**src/include/sprite_consts.svh**
```systemverilog
`ifndef SPRITE_CONSTS_SVH
`define SPRITE_CONSTS_SVH

// Pixel coordinate and colour widths
`define PIX_X_W 7
`define PIX_Y_W 7
`define COLOR_W 16

// Sprite geometry
`define SPRITE_W 50
`define SPRITE_H 58
`define COL_PAIRS 25
`define SPANS_PER_PAIR 8

// FIFO depths and credits
`define IN_DEPTH 4
`define OUT_DEPTH 4
`define OUT_CREDITS 2

////////////////////////////////////////
// RGB565 palette
////////////////////////////////////////

`define RGB_BLACK 16'b00000_000000_00000
`define RGB_PINK 16'b11011_011001_01100
`define RGB_YELLOW 16'b11111_111111_00000
`define RGB_GREEN 16'b00000_111111_00000

`endif

```
**src/include/strawberry_spans.svh**
```systemverilog
`ifndef STRAWBERRY_SPANS_SVH
`define STRAWBERRY_SPANS_SVH

// One span slot: first row, last row, colour code
`define SPAN(f, l, c) '{6'(f), 6'(l), sprite_pkg::c}
`define SPAN_NONE '{6'd0, 6'd0, sprite_pkg::CC_NONE}

////////////////////////////////////////
// Strawberry shape
////////////////////////////////////////

// Column pairs 0..24 left to right, spans in priority order
// Some spans are shadowed by earlier ones in the same pair
`define STRAWBERRY_SPANS '{ \
    '{`SPAN(26, 34, CC_BLACK), `SPAN_NONE, `SPAN_NONE, \
      `SPAN_NONE, `SPAN_NONE, `SPAN_NONE, \
      `SPAN_NONE, `SPAN_NONE}, \
    '{`SPAN(30, 31, CC_YELLOW), `SPAN(26, 34, CC_PINK), `SPAN(21, 39, CC_BLACK), \
      `SPAN_NONE, `SPAN_NONE, `SPAN_NONE, \
      `SPAN_NONE, `SPAN_NONE}, \
    '{`SPAN(23, 24, CC_YELLOW), `SPAN(35, 36, CC_YELLOW), `SPAN(21, 39, CC_PINK), \
      `SPAN(17, 41, CC_BLACK), `SPAN_NONE, `SPAN_NONE, \
      `SPAN_NONE, `SPAN_NONE}, \
    '{`SPAN(17, 41, CC_PINK), `SPAN(15, 43, CC_BLACK), `SPAN(9, 10, CC_BLACK), \
      `SPAN_NONE, `SPAN_NONE, `SPAN_NONE, \
      `SPAN_NONE, `SPAN_NONE}, \
    '{`SPAN(41, 44, CC_BG), `SPAN(17, 18, CC_YELLOW), `SPAN(32, 33, CC_YELLOW), \
      `SPAN(41, 42, CC_YELLOW), `SPAN(15, 43, CC_PINK), `SPAN(13, 46, CC_BLACK), \
      `SPAN(9, 10, CC_BLACK), `SPAN_NONE}, \
    '{`SPAN(38, 41, CC_BG), `SPAN(26, 27, CC_YELLOW), `SPAN(9, 10, CC_GREEN), \
      `SPAN(15, 46, CC_PINK), `SPAN(12, 12, CC_BG), `SPAN(7, 48, CC_BLACK), \
      `SPAN_NONE, `SPAN_NONE}, \
    '{`SPAN(36, 38, CC_BG), `SPAN(14, 15, CC_YELLOW), `SPAN(43, 44, CC_YELLOW), \
      `SPAN(9, 10, CC_GREEN), `SPAN(13, 48, CC_PINK), `SPAN(7, 50, CC_BLACK), \
      `SPAN_NONE, `SPAN_NONE}, \
    '{`SPAN(34, 36, CC_BG), `SPAN(20, 21, CC_YELLOW), `SPAN(32, 33, CC_YELLOW), \
      `SPAN(38, 39, CC_YELLOW), `SPAN(49, 50, CC_YELLOW), `SPAN(9, 10, CC_GREEN), \
      `SPAN(13, 48, CC_PINK), `SPAN(7, 52, CC_BLACK)}, \
    '{`SPAN(31, 34, CC_BG), `SPAN(10, 11, CC_GREEN), `SPAN(13, 52, CC_PINK), \
      `SPAN(9, 54, CC_BLACK), `SPAN_NONE, `SPAN_NONE, \
      `SPAN_NONE, `SPAN_NONE}, \
    '{`SPAN(29, 31, CC_BG), `SPAN(25, 26, CC_YELLOW), `SPAN(44, 45, CC_YELLOW), \
      `SPAN(11, 12, CC_GREEN), `SPAN(18, 53, CC_PINK), `SPAN(9, 55, CC_BLACK), \
      `SPAN_NONE, `SPAN_NONE}, \
    '{`SPAN(26, 29, CC_BG), `SPAN(13, 17, CC_GREEN), `SPAN(21, 53, CC_PINK), \
      `SPAN(9, 55, CC_BLACK), `SPAN_NONE, `SPAN_NONE, \
      `SPAN_NONE, `SPAN_NONE}, \
    '{`SPAN(24, 27, CC_BG), `SPAN(29, 30, CC_YELLOW), `SPAN(35, 36, CC_YELLOW), \
      `SPAN(51, 52, CC_YELLOW), `SPAN(11, 20, CC_GREEN), `SPAN(23, 54, CC_PINK), \
      `SPAN(9, 57, CC_BLACK), `SPAN_NONE}, \
    '{`SPAN(21, 24, CC_BG), `SPAN(41, 42, CC_YELLOW), `SPAN(11, 22, CC_GREEN), \
      `SPAN(25, 53, CC_PINK), `SPAN(5, 55, CC_BLACK), `SPAN_NONE, \
      `SPAN_NONE, `SPAN_NONE}, \
    '{`SPAN(19, 21, CC_BG), `SPAN(25, 26, CC_YELLOW), `SPAN(46, 47, CC_YELLOW), \
      `SPAN(11, 20, CC_GREEN), `SPAN(23, 53, CC_PINK), `SPAN(5, 8, CC_BG), \
      `SPAN(2, 55, CC_BLACK), `SPAN_NONE}, \
    '{`SPAN(17, 19, CC_BG), `SPAN(31, 32, CC_YELLOW), `SPAN(13, 17, CC_GREEN), \
      `SPAN(21, 52, CC_PINK), `SPAN(2, 8, CC_BG), `SPAN(0, 54, CC_BLACK), \
      `SPAN_NONE, `SPAN_NONE}, \
    '{`SPAN(15, 17, CC_BG), `SPAN(20, 21, CC_YELLOW), `SPAN(38, 39, CC_YELLOW), \
      `SPAN(48, 49, CC_YELLOW), `SPAN(11, 12, CC_GREEN), `SPAN(18, 50, CC_PINK), \
      `SPAN(9, 52, CC_BLACK), `SPAN_NONE}, \
    '{`SPAN(13, 16, CC_BG), `SPAN(15, 16, CC_YELLOW), `SPAN(23, 24, CC_YELLOW), \
      `SPAN(11, 12, CC_GREEN), `SPAN(14, 48, CC_PINK), `SPAN(9, 50, CC_BLACK), \
      `SPAN_NONE, `SPAN_NONE}, \
    '{`SPAN(11, 13, CC_BG), `SPAN(33, 34, CC_YELLOW), `SPAN(9, 12, CC_GREEN), \
      `SPAN(14, 46, CC_PINK), `SPAN(7, 48, CC_BLACK), `SPAN_NONE, \
      `SPAN_NONE, `SPAN_NONE}, \
    '{`SPAN(18, 19, CC_YELLOW), `SPAN(43, 44, CC_YELLOW), `SPAN(9, 12, CC_GREEN), \
      `SPAN(14, 46, CC_PINK), `SPAN(7, 48, CC_BLACK), `SPAN_NONE, \
      `SPAN_NONE, `SPAN_NONE}, \
    '{`SPAN(27, 28, CC_YELLOW), `SPAN(36, 37, CC_YELLOW), `SPAN(9, 10, CC_GREEN), \
      `SPAN(15, 44, CC_PINK), `SPAN(7, 46, CC_BLACK), `SPAN_NONE, \
      `SPAN_NONE, `SPAN_NONE}, \
    '{`SPAN(20, 21, CC_YELLOW), `SPAN(15, 41, CC_PINK), `SPAN(11, 12, CC_BG), \
      `SPAN(9, 44, CC_BLACK), `SPAN_NONE, `SPAN_NONE, \
      `SPAN_NONE, `SPAN_NONE}, \
    '{`SPAN(29, 30, CC_YELLOW), `SPAN(17, 39, CC_PINK), `SPAN(11, 14, CC_BG), \
      `SPAN(9, 41, CC_BLACK), `SPAN_NONE, `SPAN_NONE, \
      `SPAN_NONE, `SPAN_NONE}, \
    '{`SPAN(34, 35, CC_YELLOW), `SPAN(21, 37, CC_PINK), `SPAN(17, 39, CC_BLACK), \
      `SPAN_NONE, `SPAN_NONE, `SPAN_NONE, \
      `SPAN_NONE, `SPAN_NONE}, \
    '{`SPAN(25, 26, CC_YELLOW), `SPAN(27, 33, CC_PINK), `SPAN(21, 37, CC_BLACK), \
      `SPAN_NONE, `SPAN_NONE, `SPAN_NONE, \
      `SPAN_NONE, `SPAN_NONE}, \
    '{`SPAN(25, 33, CC_BLACK), `SPAN_NONE, `SPAN_NONE, \
      `SPAN_NONE, `SPAN_NONE, `SPAN_NONE, \
      `SPAN_NONE, `SPAN_NONE} \
}

`endif

```
**src/verilog/sprite_pkg.sv**
```systemverilog
`include "sprite_consts.svh"

package sprite_pkg;

    // Colour code of one span, CC_NONE marks an empty slot
    typedef enum logic [2:0]
    {
        CC_NONE,
        CC_BG,
        CC_BLACK,
        CC_PINK,
        CC_YELLOW,
        CC_GREEN
    } colorCode_e;

    // Row range inside the sprite and its colour
    typedef struct packed
    {
        logic [5:0] first;
        logic [5:0] last;
        colorCode_e color;
    } span_t;

    // One screen pixel with the sprite origin it is drawn against
    typedef struct packed
    {
        logic [`PIX_X_W-1:0] x;
        logic [`PIX_Y_W-1:0] y;
        logic [`PIX_X_W-1:0] leftX;
        logic [`PIX_Y_W-1:0] topY;
        logic [`COLOR_W-1:0] background;
    } pixelItem_t;

endpackage

```
**src/verilog/pixel_egress.sv**
```systemverilog
`timescale 1ns/1ps
`include "sprite_consts.svh"

module pixel_egress
(
    input  logic                   clk,
    input  logic                   arstN,
    input  logic                   pxValid,
    input  logic [`COLOR_W-1:0]    pxColor,
    input  logic                   outCredit,
    input  logic                   popped,
    output logic                   room,
    output logic                   outValid,
    output logic [`COLOR_W-1:0]    outColor
);

    localparam int PTR_W = $clog2(`OUT_DEPTH);
    localparam int CNT_W = $clog2(`OUT_DEPTH + 1);
    localparam int CREDIT_W = $clog2(`OUT_CREDITS + 1) + 1;

    logic [`COLOR_W-1:0] mem [`OUT_DEPTH];
    logic [PTR_W-1:0] wrPtr;
    logic [PTR_W-1:0] rdPtr;
    logic [CNT_W-1:0] count;
    logic [CNT_W-1:0] inFlight;
    logic [CREDIT_W-1:0] credits;
    logic send;

    assign send = (count != '0) && (credits != '0);
    assign outValid = send;
    assign outColor = mem[rdPtr];

    // Reserve a slot for every pixel still inside the shader
    assign room = (count + inFlight) < `OUT_DEPTH;

    always_ff @(posedge clk)
    begin
        if (pxValid)
            mem[wrPtr] <= pxColor;
    end

    ////////////////////////////////////////
    // FIFO pointers and occupancy
    ////////////////////////////////////////

    always_ff @(posedge clk or negedge arstN)
    begin
        if (!arstN)
        begin
            wrPtr <= '0;
            rdPtr <= '0;
            count <= '0;
        end
        else
        begin
            if (pxValid)
                wrPtr <= (wrPtr == PTR_W'(`OUT_DEPTH - 1)) ? '0 : wrPtr + 1'b1;
            if (send)
                rdPtr <= (rdPtr == PTR_W'(`OUT_DEPTH - 1)) ? '0 : rdPtr + 1'b1;
            case ({pxValid, send})
                2'b10:   count <= count + 1'b1;
                2'b01:   count <= count - 1'b1;
                default: count <= count;
            endcase
        end
    end

    // In-flight pixels and downstream credits
    always_ff @(posedge clk or negedge arstN)
    begin
        if (!arstN)
        begin
            inFlight <= '0;
            credits <= CREDIT_W'(`OUT_CREDITS);
        end
        else
        begin
            case ({popped, pxValid})
                2'b10:   inFlight <= inFlight + 1'b1;
                2'b01:   inFlight <= inFlight - 1'b1;
                default: inFlight <= inFlight;
            endcase
            case ({outCredit, send})
                2'b10:   credits <= credits + 1'b1;
                2'b01:   credits <= credits - 1'b1;
                default: credits <= credits;
            endcase
        end
    end

endmodule

```
**src/verilog/pixel_ingress.sv**
```systemverilog
`timescale 1ns/1ps
`include "sprite_consts.svh"

module pixel_ingress
(
    input  logic                       clk,
    input  logic                       arstN,
    input  logic                       inValid,
    input  logic [`PIX_X_W-1:0]        inX,
    input  logic [`PIX_Y_W-1:0]        inY,
    input  logic [`PIX_X_W-1:0]        inLeftX,
    input  logic [`PIX_Y_W-1:0]        inTopY,
    input  logic [`COLOR_W-1:0]        inBackground,
    input  logic                       room,
    output logic                       inCredit,
    output logic                       shValid,
    output sprite_pkg::pixelItem_t     shItem
);

    localparam int PTR_W = $clog2(`IN_DEPTH);
    localparam int CNT_W = $clog2(`IN_DEPTH + 1);

    sprite_pkg::pixelItem_t mem [`IN_DEPTH];
    logic [PTR_W-1:0] wrPtr;
    logic [PTR_W-1:0] rdPtr;
    logic [CNT_W-1:0] count;
    logic pop;

    // Head of queue goes out when egress has room for it
    assign shValid = (count != '0);
    assign shItem = mem[rdPtr];
    assign pop = shValid && room;

    // Each pop frees a slot for the sender
    assign inCredit = pop;

    always_ff @(posedge clk)
    begin
        if (inValid)
        begin
            mem[wrPtr] <= '{x: inX, y: inY, leftX: inLeftX, topY: inTopY,
                            background: inBackground};
        end
    end

    ////////////////////////////////////////
    // Pointers and occupancy
    ////////////////////////////////////////

    always_ff @(posedge clk or negedge arstN)
    begin
        if (!arstN)
        begin
            wrPtr <= '0;
            rdPtr <= '0;
            count <= '0;
        end
        else
        begin
            if (inValid)
                wrPtr <= (wrPtr == PTR_W'(`IN_DEPTH - 1)) ? '0 : wrPtr + 1'b1;
            if (pop)
                rdPtr <= (rdPtr == PTR_W'(`IN_DEPTH - 1)) ? '0 : rdPtr + 1'b1;
            case ({inValid, pop})
                2'b10:   count <= count + 1'b1;
                2'b01:   count <= count - 1'b1;
                default: count <= count;
            endcase
        end
    end

endmodule

```
**src/verilog/sprite_shader.sv**
```systemverilog
`timescale 1ns/1ps
`include "sprite_consts.svh"
`include "strawberry_spans.svh"

module sprite_shader
(
    input  logic                       clk,
    input  logic                       arstN,
    input  logic                       shValid,
    input  sprite_pkg::pixelItem_t     shItem,
    output logic                       pxValid,
    output logic [`COLOR_W-1:0]        pxColor
);

    localparam int PAIR_W = $clog2(`COL_PAIRS);

    localparam sprite_pkg::span_t SPANS [`COL_PAIRS][`SPANS_PER_PAIR] = `STRAWBERRY_SPANS;

    logic [`PIX_X_W-1:0] colOff;
    logic [`PIX_Y_W-1:0] rowOff;
    logic inBox;

    logic s1Valid;
    logic s1InBox;
    logic [PAIR_W-1:0] s1Pair;
    logic [5:0] s1Row;
    logic [`COLOR_W-1:0] s1Bg;

    sprite_pkg::colorCode_e hitCode;
    logic [`COLOR_W-1:0] color;

    ////////////////////////////////////////
    // Stage 1, sprite-space offsets
    ////////////////////////////////////////

    assign colOff = shItem.x - shItem.leftX;
    assign rowOff = shItem.y - shItem.topY;
    assign inBox = (shItem.x >= shItem.leftX) && (colOff < `SPRITE_W) &&
                   (shItem.y >= shItem.topY) && (rowOff < `SPRITE_H);

    always_ff @(posedge clk)
    begin
        s1InBox <= inBox;
        // Both columns of a pair share one span list
        s1Pair <= inBox ? colOff[PAIR_W:1] : '0;
        s1Row <= rowOff[5:0];
        s1Bg <= shItem.background;
    end

    ////////////////////////////////////////
    // Stage 2, span match and palette
    ////////////////////////////////////////

    // First matching slot wins
    always_comb
    begin
        logic found;
        found = 1'b0;
        hitCode = sprite_pkg::CC_NONE;
        for (int i = 0; i < `SPANS_PER_PAIR; i++)
        begin
            if (!found && SPANS[s1Pair][i].color != sprite_pkg::CC_NONE &&
                s1Row >= SPANS[s1Pair][i].first && s1Row <= SPANS[s1Pair][i].last)
            begin
                found = 1'b1;
                hitCode = SPANS[s1Pair][i].color;
            end
        end
    end

    always_comb
    begin
        case (hitCode)
            sprite_pkg::CC_BLACK:  color = `RGB_BLACK;
            sprite_pkg::CC_PINK:   color = `RGB_PINK;
            sprite_pkg::CC_YELLOW: color = `RGB_YELLOW;
            sprite_pkg::CC_GREEN:  color = `RGB_GREEN;
            default:               color = s1Bg;
        endcase
    end

    always_ff @(posedge clk)
    begin
        pxColor <= s1InBox ? color : s1Bg;
    end

    // Valid bits of both stages
    always_ff @(posedge clk or negedge arstN)
    begin
        if (!arstN)
        begin
            s1Valid <= 1'b0;
            pxValid <= 1'b0;
        end
        else
        begin
            s1Valid <= shValid;
            pxValid <= s1Valid;
        end
    end

endmodule

```
**src/verilog/strawberry_sprite_top.sv**
```systemverilog
`timescale 1ns/1ps
`include "sprite_consts.svh"

module strawberry_sprite_top
(
    input  logic                   clk,
    input  logic                   arstN,
    input  logic                   inValid,
    input  logic [`PIX_X_W-1:0]    inX,
    input  logic [`PIX_Y_W-1:0]    inY,
    input  logic [`PIX_X_W-1:0]    inLeftX,
    input  logic [`PIX_Y_W-1:0]    inTopY,
    input  logic [`COLOR_W-1:0]    inBackground,
    output logic                   inCredit,
    output logic                   outValid,
    output logic [`COLOR_W-1:0]    outColor,
    input  logic                   outCredit
);

    logic shValid;
    sprite_pkg::pixelItem_t shItem;
    logic room;
    logic popped;
    logic pxValid;
    logic [`COLOR_W-1:0] pxColor;

    // Head leaves ingress only when egress can take it later
    assign popped = shValid & room;

    pixel_ingress ingress
    (
        .clk(clk),
        .arstN(arstN),
        .inValid(inValid),
        .inX(inX),
        .inY(inY),
        .inLeftX(inLeftX),
        .inTopY(inTopY),
        .inBackground(inBackground),
        .room(room),
        .inCredit(inCredit),
        .shValid(shValid),
        .shItem(shItem)
    );

    sprite_shader shader
    (
        .clk(clk),
        .arstN(arstN),
        .shValid(popped),
        .shItem(shItem),
        .pxValid(pxValid),
        .pxColor(pxColor)
    );

    pixel_egress egress
    (
        .clk(clk),
        .arstN(arstN),
        .pxValid(pxValid),
        .pxColor(pxColor),
        .outCredit(outCredit),
        .popped(popped),
        .room(room),
        .outValid(outValid),
        .outColor(outColor)
    );

endmodule
```
**config.mk**
```make
export PLATFORM = sky130hd
export DESIGN_NAME = strawberry_sprite_top
export DESIGN_NICKNAME = d
export VERILOG_FILES = /design/src/verilog/sprite_pkg.sv /design/src/verilog/pixel_egress.sv /design/src/verilog/pixel_ingress.sv /design/src/verilog/sprite_shader.sv /design/src/verilog/strawberry_sprite_top.sv
export VERILOG_INCLUDE_DIRS = /design/src /design/src/include
export SDC_FILE = /design/constraint.sdc
export NUM_CORES = 1
export LEC_CHECK = 0
export BUFFER_PORTS_ARGS = -buffer_cell sky130_fd_sc_hd__buf_4
export CAP_MARGIN = 20
export CORE_ASPECT_RATIO = 0.8
export CORE_UTILIZATION = 33
export DETAILED_ROUTE_END_ITERATION = 8
export PLACE_DENSITY = 0.47
export SYNTH_ARGS = -nofsm -noshare
export SYNTH_HDL_FRONTEND = slang
export SYNTH_HIERARCHICAL = 1
export SYNTH_SLANG_ARGS = --single-unit
```
**constraint.sdc**
```tcl
create_clock -name clk -period 6.6 [get_ports clk]
set_input_delay 0.33 -clock clk [delete_from_list [all_inputs] [get_ports clk]]
set_output_delay 0.33 -clock clk [all_outputs]
set_load 0.03 [all_outputs]
```
-- Yosys cells after proc, flatten, opt, wreduce, memory -nomap -nowiden
Memory sizes are Yosys's and may differ from the RTL's.
Index checks and enable logic that the tools add are counted.
- output and inout bits: 18
- input port bits: 48
- ROM bits: 3840
- RAM bits: 240
- memories kept: 3
- register bits: 66
- memories (memory ; words ; bits a word ; rd ports ; clocked after memory_dff ; wr ports ; line ; text):
    (name not given) ; 32 ; 120 ; 1 ; 0 ; 0 ; sprite_shader.sv:62 ; if (!found && SPANS[s1Pair][i].color != sprite_pkg::CC_NONE &&
    ingress.mem ; 4 ; 44 ; 1 ; 0 ; 1 ; pixel_ingress.sv:23 ; sprite_pkg::pixelItem_t mem [`IN_DEPTH];
    egress.mem ; 4 ; 16 ; 1 ; 0 ; 1 ; pixel_egress.sv:21 ; logic [`COLOR_W-1:0] mem [`OUT_DEPTH];
- equality and inequality tests: 16
- bitwise logic cells: 2
- multiplexer cells: 31
- $add $sub $neg: 15
- reductions and logical operators: 50
- $lt $le $gt $ge: 22
- operators with widths (operator ; number):
    $mux W120 ; 2
    $pmux W16 S4 ; 1
    $ge A6 B6 Y1 ; 8
    $le A6 B6 Y1 ; 8
    $reduce_bool A3 Y1 ; 11
    $lt A32 B3 Y1 const B ; 1
    $logic_and A1 B1 Y1 ; 28
    $mux W3 ; 8
    $pmux W3 S2 ; 4
    $eq A2 B2 Y1 const B ; 8
    $mux W16 ; 1
    $ge A7 B7 Y1 ; 2
    $lt A7 B6 Y1 const B ; 2
    $sub A7 B7 Y7 ; 2
    $add A3 B1 Y3 const B ; 4
    $sub A3 B1 Y3 const B ; 4
    $mux W1 ; 11
    $add A2 B1 Y2 const B ; 4
    $eq A2 B1 Y1 const B ; 4
    $mux W2 ; 4
    $reduce_bool A2 Y1 ; 4
    $logic_not A1 Y1 ; 7
    $eq A3 B2 Y1 const B ; 2
    $eq A3 B3 Y1 const B ; 2
    4 further kinds ; 4

-- Logic depth before layout (Yosys ltp)
Gate-level depths: netlist (run 1).
- depth after elaboration: 46
- mapped depth: 21
- depth with buffers taken out: 18

-- Hierarchy
Netlist (run 1), hierarchy kept.
- by module, submodules not included (module ; area each (µm²) ; times used ; cells an instance ; seq. area each (µm²)):
    pixel_ingress ; 6837.8 ; 1 ; 269 ; 5460.2
    sprite_shader ; 6097.1 ; 1 ; 814 ; 930.9
    pixel_egress ; 3134.3 ; 1 ; 156 ; 2248.4
    strawberry_sprite_top ; 6.3 ; 1 ; 1 ; 0.0

-- Worst setup path after synthesis (run 1)
Ideal clock, no wire load.
- kind: register -> register
- from: register shader.s1Pair[0]
- to: register shader.pxColor[11]
- arrival time: 4.315 ns
- setup slack: 2.148 ns
- stages on the path, launching flop included: 22
- cells stage by stage: dfxtp_1 -> clkbuf_1 -> inv_1 -> ha_1 -> clkbuf_1 -> inv_1 -> nand2_1 -> o21ai_0 -> nor3_1 -> a21oi_1 -> ha_1 -> nand3b_1 -> a21o_1 -> a21oi_1 -> a311oi_1 -> or3_1 -> buf_4 -> a311oi_4 -> a22oi_4 -> or2_4 -> a21oi_2 -> o2111ai_1
- word-level cells in the longest chain between the ends: 46
- RTL lines (element ; line ; text):
    start, declared ; sprite_shader.sv:25 ; logic [PAIR_W-1:0] s1Pair;
    start signal, assigned ; sprite_shader.sv:45 ; s1Pair <= inBox ? colOff[PAIR_W:1] : '0;
    $not A5 Y6 (not written as such) (*) ; sprite_shader.sv:62, sprite_shader.sv:63, sprite_shader.sv:66 ;
    $mem_v2 Z32 W120 (*) ; n/a ;
    $mux W120 (not written as such) (*) ; sprite_shader.sv:63 ; s1Row >= SPANS[s1Pair][i].first && s1Row <= SPANS[s1Pair][i].last)
    $mux W120 (not written as such) (*) ; sprite_shader.sv:66 ; hitCode = SPANS[s1Pair][i].color;
    $ge A6 B6 Y1 or $reduce_bool A3 Y1 (tied branches) ; sprite_shader.sv:63, sprite_shader.sv:62 ;
    $logic_and A1 B1 Y1 ; sprite_shader.sv:62 ;
    $logic_and A1 B1 Y1 ; sprite_shader.sv:63 ;
    $mux W1 ; sprite_shader.sv:62 ;
    (+29 left out) ; n/a ;
    $mux W1 ; sprite_shader.sv:62 ;
    $logic_not A1 Y1 ; sprite_shader.sv:62 ;
    $logic_and A1 B1 Y1 (2 in series) ; sprite_shader.sv:62 ;
    $logic_and A1 B1 Y1 ; sprite_shader.sv:63 ;
    $mux W3 (*) ; sprite_shader.sv:62 ;
    $eq A3 B3 Y1 or $eq A3 B2 Y1 (tied branches) ; sprite_shader.sv:73 ; case (hitCode)
    $pmux W16 S4 (*) ; sprite_shader.sv:73 ;
    $mux W16 (*) ; sprite_shader.sv:84 ; pxColor <= s1InBox ? color : s1Bg;
    end signal, assigned ; sprite_shader.sv:84 ;
    end, declared ; sprite_shader.sv:12 ; output logic [`COLOR_W-1:0] pxColor
Every way passes the cells marked *; elsewhere a longest branch is shown, timed or not. The select of a mux whose other input is x is not followed.
A chain may end at the register's enable or synchronous reset.

-- Worst setup path after layout (run 1)
- from: register shader.s1Pair[0]
- to: register shader.pxColor[15]
The elaborated chain is that of the path after synthesis.

==> qor.yml, run 1 <==
tightest_slew_ps: 1110
cpPeakStageDelay_ps: 830
coreArea_um2: 47500
finalSetupViolCount: 0
cp_slowest_cell: "ha_1"
cap_violations: 0
crit_fanout: 15
fp-row-count: 71
drt_iter0_drc: 993
synth_seq_area_share_pct: 53.7
synth-seq-cells: 306
period_needed_ps: 5110
cts_tree: "built"
grt_usage_pct: 16.4
area_delta_synth_final_pct: 15.2
fin_crit_sh_pct: 77.5
grt_first_pass_wirelength_mm: 62.7
yosysTopAreaCell: "edfxtp_1"
syn_area_per_cell_um2: 13.0
layout.nets: 1531
antenna_found_initial: 2
synth_common_cells: "edfxtp_1 (240), ha_1 (130), a21oi_1 (100)"
path_cells: "inv_1 > ha_1 > inv_1 > nand2_1 > o21ai_0 > nor3_1 > a21oi_1 > ha_1 > nand3b_1 > a21o_1 > a21oi_1 > a311oi_1 > or3_1 > o221ai_1 > a22oi_4 > or2_4 > a21oi_2 > o2111ai_1"
cts_max_path_buffers: 3
ant_nets: 0
wl_per_cell_um: 20.5
synthesis.nets: 1424
h-tree-depth: 1
synth_cell_types: 89
slew_viol_final: 0
syn_area_um2: 16100
wl_mm: 40.9
die_area_um2: 49600
netlist_instances: 1240
slew_headroom_pct: 26.2
diodes: 0
die_y_um: 199
netlist_top_cells_area: "edfxtp_1 (45%), ha_1 (10%), mux4_2 (6.4%)"
status: "complete, no violations"
root_buffer: "clkbuf_16"
end_kind: "flop"
vias: 10600
ctsResizeCount: 0
worstSetupStartpointType: "flop"
holdCritPathClass: "input pin to async pin"
critPathBufInv: 2
finClkSkew_ps: 10.4
setup.worst_path.class: "flop to flop"
finalHoldViolCount: 0
synth.most_common_cell: "edfxtp_1"
first_global_vias: 10400
synth_top_area_share_pct: 44.8
io_buffers: 65
clkSinkCount: 306
grt_max_degree: 50
first_pass_iters: 6
place.gp.congestion: 0.967
dp_hpwl_mm: 27.5
clkLatencyLatePin_ps: 550
final_util_pct: 38.9
synth_edf_count: 240
cp_data_arrival_time_ps: 5520
fin_setup_tns_ps: 0
routed_via_density: 5.32
clk_pin_slew_ps: 70
start_util_pct: 33.8
synthArstFlopShare_pct: 7.19
synth_flop_cell: "edfxtp_1"
drive_gt1_share_pct: 15.3
grt_overflow_total: 0
required_ps: 7000
max_freq_mhz: 196
ios: 66
yosysWarnings: 6
cp_top_family: "compound AO/OA/AOI/OAI gates"
numCtsBuffers: 29
drc: 0
die_w_um: 249
rsz0062_at_grt: "no"
per-layer routing:
metal	part of all wire, %	track usage [%]	vias to the layer above	wire length (µm)
met1	48	23.7	5197	19600
met2	43	25.2	352	17800
met3	6.5	3.39	75	2640
li1	-	-	4950	-
met5	0.16	0.690	-	67
met4	2.0	3.40	6	826
registers in the layout, indices dropped and copies added, names as in the netlist, 5 cells and up:
signal / flops
shader/s1Pair: 5
egress/mem: 64
ingress/mem: 176
shader/pxColor: 16
shader/s1Row: 6
shader/s1Bg: 16
cell families (layout without fill, tap and decap cells):
| family | count (synthesis) | after routing | share of synthesized area (%) |
|---|---|---|---|
| muxes | 70 | 70 | 9.39 |
| adders and majority gates | 136 | 136 | 10.9 |
| AOI/OAI and AO/OA | 296 | 296 | 12.3 |
| and+or+nand+nor | 283 | 283 | 8.66 |
| DFF | 306 | 306 | 53.7 |
| xor gates and xnor gates | 23 | 23 | 1.25 |
| buffers and inverters | 126 | 256 | 3.84 |
through the flow:
step	worst slack (ps)	hold WS, ps	area, µm²	cells
finish	1490	221	18500	1990
global route	1200	215	18500	1990
CTS	1600	201	18500	1990
detailed placement	1620	250	17200	1890
global placement	1610	247	17200	1890
floorplan	2150	34.4	16100	1240
placed cells by master, fill, tap and decap left out, types with 5 or more instances in the layout:
master / instances
o21bai_1: 7
clkbuf_16: 29
nand3_1: 25
mux4_2: 46
nand2_1: 86
a21oi_1: 100
ha_1: 130
clkbuf_1: 12
a31oi_1: 13
dlygate4sd3_1: 46
mux4_1: 14
a211oi_1: 5
or3_1: 8
o21a_1: 7
nor2b_1: 25
buf_4: 85
o21ai_0: 49
edfxtp_1: 240
a21o_1: 28
mux2i_1: 6
o21ai_1: 6
or4_1: 5
nor2_1: 65
o211ai_1: 7
fa_1: 6
xnor2_1: 12
o22ai_1: 7
nand2b_1: 14
dfxtp_1: 42
dfrtp_1: 19
xor2_1: 11
nor3_1: 11
and2_1: 9
inv_1: 68
layout make-up:
cell class | count | area, µm²
clock buffers | 45 | 826
clock inverters | 9 | 73.8
fillers | 4504 | 29000
inverters | 71 | 267
multi-input cells | 808 | 6820
flip-flops and latches | 306 | 8650
well taps | 620 | 776
repair buffers | 131 | 1100
path summary, 6_finish.rpt:
path | to | slack, ps | start | cells after the start
max in group asynchronous | egress/credits[1] | 6090 | arstN | 2
worst max-delay path | shader/pxColor[15] | 1490 | shader/s1Pair[0] | 18
worst max register to register | shader/pxColor[15] | 1490 | shader/s1Pair[0] | 18
worst min-delay path | egress/credits[0] | 220 | arstN | 2
worst min register to register | shader/pxValid | 350 | shader/s1Valid | 0
min in group clk | egress/credits[1] | 220 | outCredit | 4
worst register-to-register path, stage by stage (launching register included):
cell	delay (ps)
dfxtp_1	330
inv_1	200
ha_1	840
inv_1	230
nand2_1	180
o21ai_0	120
nor3_1	380
a21oi_1	130
ha_1	200
nand3b_1	150
a21o_1	160
a21oi_1	210
a311oi_1	140
or3_1	560
o221ai_1	350
a22oi_4	140
or2_4	290
a21oi_2	210
o2111ai_1	160
repair_timing:
item                       CTS  global route
setup buffers                0             0
hold buffers                46             0
setup endpoints to repair    0             0
hold endpoints to repair   199             0
Power of run 1 is not shown: default switching activity piles up to over one toggle a cycle in this logic, so the estimate is an artifact.
==> inputs of run 2 (changes only) <==
- clock period: 6.6 -> 4.9 ns (I/O delays scaled with it)
==> qor.yml, run 2 (synthesized netlist as in run 1, its figures left out) <==
status: "complete, no violations"
cts_tree: "built"
postPlaceCellArea_um2: 17500  # +2.2%
clkSinkCount: 306  # unchanged
holdCritPathClass: "input pin to async pin"
setup_ws_ps: 275  # -1210 ps
fp-row-count: 71  # unchanged
max_freq_mhz: 216  # +11%
crit_fanout: 20  # +5
setup.worst_path.class: "flop to flop"
cpPeakStageDelay_ps: 480  # -350 ps
drive_gt1_share_pct: 18.3  # +3.0 points
drt_iter0_drc: 913  # -8.1%
numCtsBuffers: 30  # +3.4%
cap_violations: 0  # unchanged
root_buffer: "clkbuf_16"
cpMostUsedCell: "buf_4"
path_cells: "buf_4 > ha_1 > and2_4 > nor2_1 > a221oi_1 > buf_4 > ha_1 > nand3_1 > nor2_1 > a21oi_1 > buf_4 > nor2b_1 > or3_1 > a311oi_4 > a22oi_4 > or2_4 > a21oi_2 > o2111ai_1"
final_cell_mix: "edfxtp_1 (240), ha_1 (130), buf_4 (128)"
cp_top_family: "compound AO/OA/AOI/OAI gates"
wl_per_cell_um: 20.9  # +2.0%
cp_data_arrival_time_ps: 5030  # -490 ps
first_global_vias: 10700  # +3.3%
period_needed_ps: 4630  # -490 ps
fin_setup_tns_ps: 0  # unchanged
grt_usage_pct: 17.2  # +0.85 points
slew_viol_final: 0  # unchanged
cts_setup_buffers: 0  # unchanged
h-tree-depth: 1  # unchanged
place.gp.congestion: 0.938  # -3.1%
fin_crit_sh_pct: 94.4  # +17 points
layout.nets: 1578  # +3.1%
io_buffers: 65  # unchanged
reg2reg_setup_slack_ps: 270  # -1210 ps
finalHoldViolCount: 0  # unchanged
critPathBufInv: 3  # +1
coreArea_um2: 47500  # unchanged
path_depth: 18  # unchanged
die_y_um: 199  # unchanged
start_util_pct: 33.8  # unchanged
worstSetupStartpointType: "flop"
rsz0062_at_grt: "no"
grt_max_degree: 45  # -10%
clkLatencyLatePin_ps: 560  # about the same
rr_worst_depth: 18  # unchanged
cp_slowest_cell: "ha_1"
cts_max_path_buffers: 3  # unchanged
area_delta_synth_final_pct: 17.7
die_area_um2: 49600  # unchanged
wl_mm: 42.7  # +4.5%
largest_registers: "ingress/mem x176, egress/mem x64"
pre_cts_slack_ps: 338  # -1280 ps
slew_headroom_pct: 33.1  # +6.9 points
regMostFlops: "ingress/mem"
tightest_slew_ps: 1000  # -102 ps
mostFrequentLayoutCell: "edfxtp_1"
ant_nets: 0  # unchanged
grt_overflow_total: 0  # unchanged
dp.cells: 1936  # +2.4%
largest_register_ffs: 176  # unchanged
required_ps: 5310  # -1690 ps
finalSetupViolCount: 0  # unchanged
end_kind: "flop"
routed_via_density: 5.30  # -0.40%
final_cells: 2038  # +2.4%
ios: 66  # unchanged
nFillCells: 4480  # -0.53%
grt_first_pass_wirelength_mm: 65.5  # +4.4%
final_area_um2: 18900  # +2.2%
finClkSkew_ps: 17.9  # +7.49 ps
dp_hpwl_mm: 30.3  # +10%
vias: 10800  # +2.0%
die_w_um: 249  # unchanged
clk_pin_slew_ps: 70  # about the same
antenna_found_initial: 2  # unchanged
first_pass_iters: 5  # -1
drc: 0  # unchanged
## run 2: through the flow
stage                     utilization (%)  hold WS, ps
after global routing                 39.8          134
after CTS                            39.8          116
after floorplan                         -        -50.6
after global placement               36.9          166
after detailed placement             36.9          168
final                                39.8          140
## run 2: path summary, 6_finish.rpt
kind | end | from
setup reg to reg | shader/pxColor[11] | shader/s1Pair[0]
max in group asynchronous | egress/credits[1] | arstN
hold reg to reg | shader/pxValid | shader/s1Valid
hold / removal | ingress/count[2] | arstN
setup / recovery | shader/pxColor[11] | shader/s1Pair[0]
min in group clk | egress/credits[1] | outCredit
## run 2: worst reg2reg max path: stages, from the launching register on
cell,delay [ps]
dfxtp_1,340
buf_4,300
ha_1,490
and2_4,280
nor2_1,60
a221oi_1,460
buf_4,190
ha_1,210
nand3_1,80
nor2_1,40
a21oi_1,140
buf_4,180
nor2b_1,70
or3_1,480
a311oi_4,400
a22oi_4,90
or2_4,280
a21oi_2,230
o2111ai_1,150
## run 2: routing by layer
layer / global-route usage [%] / share of wire [%] / vias to the layer above / wire [µm]
li1: - / - / 5038 / -
met1: 25.1 / 49 / 5396 / 20800
met2: 26.4 / 43 / 303 / 18400
met3: 3.75 / 6.4 / 53 / 2720
met4: 3.29 / 1.7 / 2 / 709
met5: 0 / 0.028 / - / 12
## run 2: cell type report
cell class                      count  area, µm²  share of cell area [%]
Antenna cell                        1       2.50                  0.0132
Clock buffer                       40        820                    4.33
Clock inverter                     15        103                   0.542
Inverter                           71        267                    1.41
Multi-Input combinational cell    808       6830                    36.1
Sequential cell                   306       8650                    45.7
Tap cell                          620        776                    4.10
Timing Repair Buffer              177       1480                    7.83
## run 2: what timing repair did
item | CTS | global route
resized for setup | 0 | 1
setup endpoints to repair | 0 | 8
hold endpoints to repair | 200 | 0
hold buffers | 46 | 0
Power of run 2 is left out for the same reason.
